`src/design/cpu_config.svh`:
```
`ifndef CPU_CONFIG_SVH
`define CPU_CONFIG_SVH

// datapath and address width
`define XLEN 32

// integer register file
`define NUM_REGS 32
`define REG_ADDR_W 5

// program counter
`define RESET_PC 32'h0000_0000
`define PC_STEP 4

`endif

```
`src/design/cpu_bus_pkg.sv`:
```
`include "cpu_config.svh"

package cpu_bus_pkg;

    // instruction sequencer phases
    typedef enum logic [1:0] {
        ST_INIT,
        ST_FETCH,
        ST_EXEC,
        ST_MEM
    } fsm_state_e;

    // request on the shared memory bus
    typedef struct packed {
        logic             rd;
        logic             wr;
        logic [`XLEN-1:0] addr;   // word aligned
        logic [`XLEN-1:0] wdata;
    } mem_req_t;

    // register writeback, also visible at the top
    typedef struct packed {
        logic                   en;
        logic [`REG_ADDR_W-1:0] rd;
        logic [`XLEN-1:0]       data;
    } wb_t;

endpackage

```
`src/design/rv_isa_pkg.sv`:
```
`include "cpu_config.svh"

package rv_isa_pkg;

    // major opcodes of the supported rv32i subset
    typedef enum logic [6:0] {
        OP_LUI    = 7'b0110111,
        OP_JAL    = 7'b1101111,
        OP_JALR   = 7'b1100111,
        OP_BRANCH = 7'b1100011,
        OP_LOAD   = 7'b0000011,
        OP_STORE  = 7'b0100011,
        OP_IMM    = 7'b0010011,
        OP_REG    = 7'b0110011
    } opcode_e;

    typedef enum logic [3:0] {
        ALU_ADD,
        ALU_SUB,
        ALU_XOR,
        ALU_OR,
        ALU_AND,
        ALU_SLL,
        ALU_SRL,
        ALU_PASS_B  // lui
    } alu_op_e;

    // branch funct3, signed compares only
    typedef enum logic [2:0] {
        BEQ = 3'b000,
        BNE = 3'b001,
        BLT = 3'b100,
        BGE = 3'b101
    } br_cond_e;

    // funct3 / funct7 of the alu group
    localparam logic [2:0] F3_ADD = 3'b000;
    localparam logic [2:0] F3_SLL = 3'b001;
    localparam logic [2:0] F3_XOR = 3'b100;
    localparam logic [2:0] F3_SRL = 3'b101;
    localparam logic [2:0] F3_OR  = 3'b110;
    localparam logic [2:0] F3_AND = 3'b111;
    localparam logic [6:0] F7_SUB = 7'b0100000;

    typedef struct packed {
        logic [`REG_ADDR_W-1:0] rs1;
        logic [`REG_ADDR_W-1:0] rs2;
        logic [`REG_ADDR_W-1:0] rd;
        logic [`XLEN-1:0]       imm;  // sign-extended
        alu_op_e                alu_op;
        logic                   use_imm;
        logic                   is_load;
        logic                   is_store;
        logic                   is_branch;
        logic                   is_jal;
        logic                   is_jalr;
        br_cond_e               br_cond;
        logic                   reg_we;  // false for rd == x0
    } decoded_t;

endpackage

```
`src/design/alu_branch.sv`:
```
`timescale 1ns/1ps
`include "cpu_config.svh"

module alu_branch (
    input  rv_isa_pkg::decoded_t dec_i,
    input  logic [`XLEN-1:0]     pc_i,
    input  logic [`XLEN-1:0]     rs1_val_i,
    input  logic [`XLEN-1:0]     rs2_val_i,
    output logic [`XLEN-1:0]     result_o,
    output logic                 take_branch_o,
    output logic [`XLEN-1:0]     target_o
);

    import rv_isa_pkg::*;

    logic [`XLEN-1:0] op_b;
    logic [`XLEN-1:0] alu_out;
    logic             cond;

    assign op_b = dec_i.use_imm ? dec_i.imm : rs2_val_i;

    always_comb begin
        case (dec_i.alu_op)
            ALU_ADD:    alu_out = rs1_val_i + op_b;  // also load/store address
            ALU_SUB:    alu_out = rs1_val_i - op_b;
            ALU_XOR:    alu_out = rs1_val_i ^ op_b;
            ALU_OR:     alu_out = rs1_val_i | op_b;
            ALU_AND:    alu_out = rs1_val_i & op_b;
            ALU_SLL:    alu_out = rs1_val_i << op_b[4:0];
            ALU_SRL:    alu_out = rs1_val_i >> op_b[4:0];
            ALU_PASS_B: alu_out = op_b;
            default:    alu_out = '0;
        endcase
    end

    // link value for jumps
    assign result_o = (dec_i.is_jal || dec_i.is_jalr) ? pc_i + `PC_STEP : alu_out;

    // signed compares on the register values
    always_comb begin
        case (dec_i.br_cond)
            BEQ:     cond = (rs1_val_i == rs2_val_i);
            BNE:     cond = (rs1_val_i != rs2_val_i);
            BLT:     cond = ($signed(rs1_val_i) < $signed(rs2_val_i));
            BGE:     cond = ($signed(rs1_val_i) >= $signed(rs2_val_i));
            default: cond = 1'b0;
        endcase
    end

    assign take_branch_o = dec_i.is_branch & cond;

    always_comb begin
        if (dec_i.is_jalr) begin
            target_o = (rs1_val_i + dec_i.imm) & ~`XLEN'(1);  // bit 0 cleared
        end else begin
            target_o = pc_i + dec_i.imm;
        end
    end

endmodule

```
`src/design/bus_port.sv`:
```
`timescale 1ns/1ps
`include "cpu_config.svh"

module bus_port (
    input  logic                     clk,
    input  logic                     rst,
    input  cpu_bus_pkg::fsm_state_e  state_i,
    input  logic [`XLEN-1:0]         pc_i,
    input  rv_isa_pkg::decoded_t     dec_i,
    input  logic [`XLEN-1:0]         result_i,
    input  logic [`XLEN-1:0]         rs2_val_i,
    input  logic [`XLEN-1:0]         mem_rdata_i,
    input  logic                     bus_full_i,
    output logic [`XLEN-1:0]         instr_o,
    output logic                     fetch_done_o,
    output logic                     mem_done_o,
    output cpu_bus_pkg::mem_req_t    mem_o,
    output cpu_bus_pkg::wb_t         wb_o
);

    import cpu_bus_pkg::*;

    // completion is the first edge with the bus not full
    assign fetch_done_o = (state_i == ST_FETCH) && !bus_full_i;
    assign mem_done_o   = (state_i == ST_MEM) && !bus_full_i;

    always_ff @(posedge clk or posedge rst) begin
        if (rst) begin
            instr_o <= '0;
        end else if (fetch_done_o) begin
            instr_o <= mem_rdata_i;
        end
    end

    always_comb begin
        mem_o.rd    = (state_i == ST_FETCH) || (state_i == ST_MEM && dec_i.is_load);
        mem_o.wr    = (state_i == ST_MEM) && dec_i.is_store;
        mem_o.addr  = (state_i == ST_FETCH) ? pc_i : {result_i[`XLEN-1:2], 2'b00};
        mem_o.wdata = rs2_val_i;
    end

    // alu and jump results write in exec, loads when the read completes
    always_comb begin
        wb_o.rd   = dec_i.rd;
        wb_o.data = dec_i.is_load ? mem_rdata_i : result_i;
        wb_o.en   = dec_i.reg_we &&
                    (((state_i == ST_EXEC) && !dec_i.is_load) ||
                     (mem_done_o && dec_i.is_load));
    end

endmodule

```
`src/design/cpu_top.sv`:
```
`timescale 1ns/1ps
`include "cpu_config.svh"

module cpu_top (
    input  logic                   clk,
    input  logic                   rst,
    input  logic [`XLEN-1:0]       mem_rdata_i,
    input  logic                   bus_full_i,
    output cpu_bus_pkg::mem_req_t  mem_o,
    output cpu_bus_pkg::wb_t       wb_o
);

    import rv_isa_pkg::*;
    import cpu_bus_pkg::*;

    fsm_state_e       state;
    decoded_t         dec;
    logic [`XLEN-1:0] instr;
    logic [`XLEN-1:0] pc;
    logic [`XLEN-1:0] result;
    logic [`XLEN-1:0] target;
    logic [`XLEN-1:0] rs1_val, rs2_val;
    logic             take_branch;
    logic             fetch_done, mem_done;

    cycle_fsm cycle_fsm_inst (
        .clk(clk), .rst(rst), .dec_i(dec), .fetch_done_i(fetch_done),
        .mem_done_i(mem_done), .state_o(state)
    );

    program_counter program_counter_inst (
        .clk(clk), .rst(rst), .state_i(state), .dec_i(dec),
        .take_branch_i(take_branch), .target_i(target), .pc_o(pc)
    );

    instr_decoder instr_decoder_inst (.instr_i(instr), .dec_o(dec));

    alu_branch alu_branch_inst (
        .dec_i(dec), .pc_i(pc), .rs1_val_i(rs1_val), .rs2_val_i(rs2_val),
        .result_o(result), .take_branch_o(take_branch), .target_o(target)
    );

    // writeback port feeds the register file directly
    register_file register_file_inst (
        .clk(clk), .rst(rst), .rs1_i(dec.rs1), .rs2_i(dec.rs2), .wb_i(wb_o),
        .rs1_val_o(rs1_val), .rs2_val_o(rs2_val)
    );

    bus_port bus_port_inst (
        .clk(clk), .rst(rst), .state_i(state), .pc_i(pc), .dec_i(dec),
        .result_i(result), .rs2_val_i(rs2_val), .mem_rdata_i(mem_rdata_i),
        .bus_full_i(bus_full_i), .instr_o(instr), .fetch_done_o(fetch_done),
        .mem_done_o(mem_done), .mem_o(mem_o), .wb_o(wb_o)
    );

endmodule

```
`src/design/cycle_fsm.sv`:
```
`timescale 1ns/1ps

module cycle_fsm (
    input  logic                     clk,
    input  logic                     rst,
    input  rv_isa_pkg::decoded_t     dec_i,
    input  logic                     fetch_done_i,
    input  logic                     mem_done_i,
    output cpu_bus_pkg::fsm_state_e  state_o
);

    import cpu_bus_pkg::*;

    fsm_state_e state_next;
    logic       needs_mem;

    assign needs_mem = dec_i.is_load | dec_i.is_store;

    always_ff @(posedge clk or posedge rst) begin
        if (rst) begin
            state_o <= ST_INIT;
        end else begin
            state_o <= state_next;
        end
    end

    // each phase waits on its own bus completion
    always_comb begin
        state_next = state_o;
        case (state_o)
            ST_INIT: begin
                state_next = ST_FETCH;
            end
            ST_FETCH: begin
                if (fetch_done_i) begin
                    state_next = ST_EXEC;
                end
            end
            ST_EXEC: begin
                // only loads and stores touch the bus again
                if (needs_mem) begin
                    state_next = ST_MEM;
                end else begin
                    state_next = ST_FETCH;
                end
            end
            ST_MEM: begin
                if (mem_done_i) begin
                    state_next = ST_FETCH;
                end
            end
            default: begin
                state_next = ST_INIT;
            end
        endcase
    end

endmodule

```
`src/design/instr_decoder.sv`:
```
`timescale 1ns/1ps
`include "cpu_config.svh"

module instr_decoder (
    input  logic [`XLEN-1:0]     instr_i,
    output rv_isa_pkg::decoded_t dec_o
);

    import rv_isa_pkg::*;

    opcode_e          opcode;
    logic [2:0]       funct3;
    logic [6:0]       funct7;
    logic [`XLEN-1:0] imm_i, imm_s, imm_b, imm_j, imm_u;
    alu_op_e          grp_op;     // alu op from funct3
    logic             grp_ok;     // funct3 is in the supported set
    logic             writes_rd;

    assign opcode = opcode_e'(instr_i[6:0]);
    assign funct3 = instr_i[14:12];
    assign funct7 = instr_i[31:25];

    assign imm_i = {{20{instr_i[31]}}, instr_i[31:20]};
    assign imm_s = {{20{instr_i[31]}}, instr_i[31:25], instr_i[11:7]};
    assign imm_b = {{19{instr_i[31]}}, instr_i[31], instr_i[7], instr_i[30:25],
                    instr_i[11:8], 1'b0};
    assign imm_j = {{11{instr_i[31]}}, instr_i[31], instr_i[19:12], instr_i[20],
                    instr_i[30:21], 1'b0};
    assign imm_u = {instr_i[31:12], 12'b0};

    always_comb begin
        grp_ok = 1'b1;
        case (funct3)
            F3_ADD:  grp_op = ALU_ADD;
            F3_SLL:  grp_op = ALU_SLL;
            F3_XOR:  grp_op = ALU_XOR;
            F3_SRL:  grp_op = ALU_SRL;
            F3_OR:   grp_op = ALU_OR;
            F3_AND:  grp_op = ALU_AND;
            default: begin
                grp_op = ALU_ADD;
                grp_ok = 1'b0;    // slt/sltu not kept
            end
        endcase
    end

    always_comb begin
        dec_o         = '0;   // unknown opcode ends up a no-op
        dec_o.rs1     = instr_i[19:15];
        dec_o.rs2     = instr_i[24:20];
        dec_o.rd      = instr_i[11:7];
        dec_o.alu_op  = ALU_ADD;
        dec_o.br_cond = br_cond_e'(funct3);
        writes_rd     = 1'b0;
        case (opcode)
            OP_LUI: begin
                dec_o.imm = imm_u;
                dec_o.alu_op = ALU_PASS_B;
                dec_o.use_imm = 1'b1;
                writes_rd = 1'b1;
            end
            OP_JAL: begin
                dec_o.imm = imm_j;
                dec_o.is_jal = 1'b1;
                writes_rd = 1'b1;
            end
            OP_JALR: begin
                dec_o.imm = imm_i;
                dec_o.use_imm = 1'b1;
                dec_o.is_jalr = 1'b1;
                writes_rd = 1'b1;
            end
            OP_BRANCH: begin
                dec_o.imm = imm_b;
                dec_o.is_branch = (funct3 == BEQ) || (funct3 == BNE) ||
                                  (funct3 == BLT) || (funct3 == BGE);
            end
            OP_LOAD: begin
                dec_o.imm = imm_i;
                dec_o.use_imm = 1'b1;
                dec_o.is_load = 1'b1;
                writes_rd = 1'b1;
            end
            OP_STORE: begin
                dec_o.imm = imm_s;
                dec_o.use_imm = 1'b1;
                dec_o.is_store = 1'b1;
            end
            OP_IMM: begin
                dec_o.imm = imm_i;
                dec_o.use_imm = 1'b1;
                dec_o.alu_op = grp_op;
                writes_rd = grp_ok;
            end
            OP_REG: begin
                dec_o.alu_op = (funct3 == F3_ADD && funct7 == F7_SUB) ? ALU_SUB : grp_op;
                writes_rd = grp_ok;
            end
            default: ;
        endcase
        dec_o.reg_we = writes_rd && (dec_o.rd != '0);
    end

endmodule

```
`src/design/program_counter.sv`:
```
`timescale 1ns/1ps
`include "cpu_config.svh"

module program_counter (
    input  logic                     clk,
    input  logic                     rst,
    input  cpu_bus_pkg::fsm_state_e  state_i,
    input  rv_isa_pkg::decoded_t     dec_i,
    input  logic                     take_branch_i,
    input  logic [`XLEN-1:0]         target_i,
    output logic [`XLEN-1:0]         pc_o
);

    import cpu_bus_pkg::*;

    logic             redirect;
    logic [`XLEN-1:0] pc_next;

    // take_branch_i is already qualified by is_branch
    assign redirect = take_branch_i | dec_i.is_jal | dec_i.is_jalr;

    always_comb begin
        if (redirect) begin
            pc_next = target_i;
        end else begin
            pc_next = pc_o + `PC_STEP;
        end
    end

    // one update per instruction, on the edge leaving exec
    always_ff @(posedge clk or posedge rst) begin
        if (rst) begin
            pc_o <= `RESET_PC;
        end else if (state_i == ST_EXEC) begin
            pc_o <= pc_next;
        end
    end

endmodule

```
`src/design/register_file.sv`:
```
`timescale 1ns/1ps
`include "cpu_config.svh"

module register_file (
    input  logic                    clk,
    input  logic                    rst,
    input  logic [`REG_ADDR_W-1:0]  rs1_i,
    input  logic [`REG_ADDR_W-1:0]  rs2_i,
    input  cpu_bus_pkg::wb_t        wb_i,
    output logic [`XLEN-1:0]        rs1_val_o,
    output logic [`XLEN-1:0]        rs2_val_o
);

    logic [`XLEN-1:0] regs [`NUM_REGS];

    always_ff @(posedge clk or posedge rst) begin
        if (rst) begin
            for (int i = 0; i < `NUM_REGS; i++) begin
                regs[i] <= '0;
            end
        end else if (wb_i.en) begin
            regs[wb_i.rd] <= wb_i.data;
        end
    end

    // x0 is hardwired
    assign rs1_val_o = (rs1_i == '0) ? '0 : regs[rs1_i];
    assign rs2_val_o = (rs2_i == '0) ? '0 : regs[rs2_i];

endmodule

```
`config.mk`:
```
export PLATFORM = sky130hd
export DESIGN_NAME = cpu_top
export DESIGN_NICKNAME = d
export VERILOG_FILES = /design/src/design/cpu_bus_pkg.sv /design/src/design/rv_isa_pkg.sv /design/src/design/alu_branch.sv /design/src/design/bus_port.sv /design/src/design/cpu_top.sv /design/src/design/cycle_fsm.sv /design/src/design/instr_decoder.sv /design/src/design/program_counter.sv /design/src/design/register_file.sv
export VERILOG_INCLUDE_DIRS = /design/src /design/src/design
export SDC_FILE = /design/constraint.sdc
export NUM_CORES = 2
export LEC_CHECK = 0
export BUFFER_PORTS_ARGS = -buffer_cell sky130_fd_sc_hd__buf_2
export CAP_MARGIN = 0
export CELL_PAD_IN_SITES_DETAIL_PLACEMENT = 1
export CELL_PAD_IN_SITES_GLOBAL_PLACEMENT = 1
export CORE_ASPECT_RATIO = 0.7
export CORE_MARGIN = 2
export CORE_UTILIZATION = 30
export DETAILED_ROUTE_END_ITERATION = 12
export PLACE_DENSITY_LB_ADDON = 0.1
export REMOVE_ABC_BUFFERS = 1
export SYNTH_ARGS = -nofsm -noshare
export SYNTH_HDL_FRONTEND = slang
export SYNTH_SLANG_ARGS = --single-unit
```
`constraint.sdc`:
```
create_clock -name clk -period 80.1 [get_ports clk]
set_input_delay 4.005 -clock clk [delete_from_list [all_inputs] [get_ports clk]]
set_output_delay 4.005 -clock clk [all_outputs]
set_load 0.02 [all_outputs]
```
==> metrics.csv <==
stage;metric;value;unit
synthesis;number of synthesized flops with an enable pin;0;
synthesis;Most used DFF post-synth;dfrtp_1;
global_route;pin count of the biggest net entering global routing;155;
sta;RSZ-0062 raised after global routing;no;
global_route;met2 Use GR;0.427;
critical_path;Setup crit end;wb_o[25];
sta;Final period util;0.190;
pwr;PwrDens;45.7;nW/um2
pwr;Pwr Total;3.58;mW
critical_path;Reg-to-Reg Start;bus_port_inst.instr_o[21];
placement;Cells after DPL;10200;
cells_and_area;ratio of cells with drive above 1 in the final layout;0.170;
detailed_routing;TritonRoute pass-1 iters;5;
global_route;vias in the first global route;62300;
sta;Tmin final;15.19;ns
synthesis;Cell variety after synth;118;
critical_path;R2R setup slack;69.63;ns
placement;placement-stage worst setup slack;66.03;ns
clock_network;insertion delay to the later sink of the worst-skew pair;0.78;ns
synthesis;syn_area_per_cell;9.49;um2
critical_path;reg2reg end;register_file_inst.regs[665];
placement;RD Place Congestion;0.970;
critical_path;crit-path max FO;43;
sta;Worst slew margin;0.0276;
sta;setup violators final;0;
critical_path;Reg2Reg Depth;28;
sta;Setup WS post-layout;64.91;ns
clock_network;PostCTS Resize Cnt;0;
floorplanning;Initial Utilization;0.303;
run_status;status;finished clean;
global_route;initial antenna violation count;39;
pwr;maximum VDD drop;0.0520;mV
clock_network;Hold Buf Count CTS;0;
global_route;Total GRT Usage;0.308;
floorplanning;row count;148;
placement;port bufs;138;
cells_and_area;fin nets;7470;
synthesis;Seq/Total Area, Yosys;0.386;
critical_path;Worst Setup SP;bus_port_inst.instr_o[21];
sta;Final Max Tran Viols;0;
floorplanning;Die X-Extent;584;um
floorplanning;IO Pins;139;
clock_network;CTS sink cnt;1090;
clock_network;CTS tree;done;
hold_path;Hold Crit Class;reg2reg;
cells_and_area;FF/Latch Area;27300;um2
synthesis;area of the mapped netlist;70600;um2
clock_network;CTS buffer count;118;
floorplanning;Die Height;410;um
sta;Slew @ Worst Pin;1.45;ns
clock_network;Setup Buffers After CTS;0;
detailed_routing;Detailed Route Iter0 Violations;7353;
global_route;global routing's busiest layer;met1;
synthesis;top cell type's share of synthesized area;0.386;
synthesis;Async S/R FF share, synth;1.00;
detailed_routing;Avg WL per Cell;35.9;um
clock_network;CTS Root Cell;clkbuf_16;
global_route;global route overflow;0;
critical_path;crit path DAT;11.19;ns
critical_path;critical path's most frequent cell;buf_4;
flow_run;# Max-Cap Violations;0;
detailed_routing;via count;63300;
synthesis;cells after synthesis;7436;
clock_network;Clk pin slew, worst setup/hold paths;0.09;ns
cells_and_area;design area;78300;um2
cells_and_area;fillers;26300;
critical_path;critical path capture point type;output port;
placement;DP HPWL;258000;um
global_route;first-pass GRT wire length;522000;um
pwr;Leakage;33.8;nW
critical_path;slowest CP cell;dfrtp_4;
detailed_routing;Via density;6.08;
sta;Setup Total Neg Slack;0;ns
critical_path;slowest stage delay, CP;0.91;ns
synthesis;most frequent cell after synthesis;nand2_1;
sta;Worst Hold Slack;0.400;ns
synthesis;Area contributors post-synth;dfrtp_1 (39%), mux4_2 (12%), o21ai_0 (7.8%);
sta;final hold vios;0;
sta;Setup Skew;0.0461;ns
cells_and_area;Area growth, synth to finish;10.9;%
global_route;met1 Usage GRT;0.479;
synthesis;most frequent cells after synthesis;nand2_1 (1,339), o21ai_0 (1,105), dfrtp_1 (1,090);
synthesis;Synth Warn #;0;
synthesis;cell type with the largest total area after synthesis;dfrtp_1;
cells_and_area;post-layout util;0.336;
detailed_routing;WL final;374000;um
detailed_routing;DRC viols;0;
clock_network;H-tree depth;3;
cells_and_area;non-filler cells, final;10400;
floorplanning;die footprint;239000;um2
synthesis;Seq cells post-synth;1090;
detailed_routing;Post-DRT Antenna Nets;0;
critical_path;crit path kind;reg2out;
placement;dpl cell area;74300;um2
cells_and_area;area of the multi-input gates;39800;um2
floorplanning;core area;233000;um2
clock_network;clk buf depth;3;
sta;Max Clk Rate;65.8;MHz
global_route;GR Layer Usage met3;0.0677;
critical_path;startpoint types;register;
critical_path;Worst Path Required;76.09;ns
==> cell type report <==
class	count	area share
multi-input combinational	5447	0.508
sequential	1090	0.349
tap	3075	0.0492
clock buffer	180	0.0453
timing repair buffer	380	0.0328
inverter	200	0.00969
clock inverter	36	0.00553
antenna	10	0.000320
==> state kept, by name (all words and copies together), names as in the netlist <==
signal,cells
register_file_inst.regs,1024
bus_port_inst.instr_o,32
program_counter_inst.pc_o,32
cycle_fsm_inst.state_o,2
==> cell usage in the layout (no fill, tap or decap), drive strengths merged, types with 16 or more instances in the layout <==
cell type and n:
nor2 275, clkbuf 180, mux2i 285, nand4 45, o21ai 1215, o211ai 58
o221ai 50, clkinv 23, a22oi 62, nand3 109, o21bai 20, xor2 41
xnor2 93, mux4 399, o21a 32, a221o 16, buf 380, nand2 1340
and3 39, a211o 40, a21o 55, inv 204, o2111ai 18, a31oi 36
dfrtp 1090, a221oi 45, a21oi 294, nand2b 33, ha 195, o22ai 69
or3 29, a22o 31, nor3 77, mux2 93, o22a 21, and2 48
a211oi 54, nor2b 24
==> critical path, delay by kind of cell, from the launching register on <==
kind / cells / cell delay (ns)
simple gates: 9 / 2.70
fa+ha+maj: 1 / 0.36
xor+xnor: 2 / 0.33
flops: 1 / 0.91
buf+inv: 9 / 3.54
compound gates: 8 / 2.28
==> layer usage <==
layer,vias to the layer above,wire length [um]
li1,26600,-
met1,33700,183000
met2,2587,151000
met3,407,31500
met4,2,8630
met5,-,13
==> logic make-up (layout without fill, tap and decap cells) <==
| logic type | after synthesis | in the layout | synth area share |
|---|---|---|---|
| compound gates | 2238 | 2238 | 0.192 |
| simple gates | 2100 | 2100 | 0.128 |
| flops | 1090 | 1090 | 0.386 |
| buf+inv | 899 | 796 | 0.0582 |
| mux | 777 | 777 | 0.183 |
| fa+ha+maj | 198 | 198 | 0.0354 |
| xor+xnor | 134 | 134 | 0.0166 |
| other cells | 0 | 10 | 0 |
==> power breakdown <==
part | leakage (nW) | internal, mW | switching [mW]
combinational | 16.7 | 0.609 | 1.73
sequential | 15.1 | 0.581 | 0.0728
clock | 1.97 | 0.327 | 0.259
==> worst min path at each step <==
stage	from	depth (start not counted)	endpoint
2_1_floorplan	register_file_inst.regs[994]	0	register_file_inst.regs[994]
3_3_place_gp	register_file_inst.regs[1002]	0	register_file_inst.regs[1002]
3_5_place_dp	register_file_inst.regs[1012]	0	register_file_inst.regs[1012]
4_1_cts	register_file_inst.regs[1012]	0	register_file_inst.regs[1012]
5_1_grt	register_file_inst.regs[1013]	0	register_file_inst.regs[1013]
6_report	register_file_inst.regs[998]	0	register_file_inst.regs[998]
No activity file was read; power rests on OpenSTA's default activity.
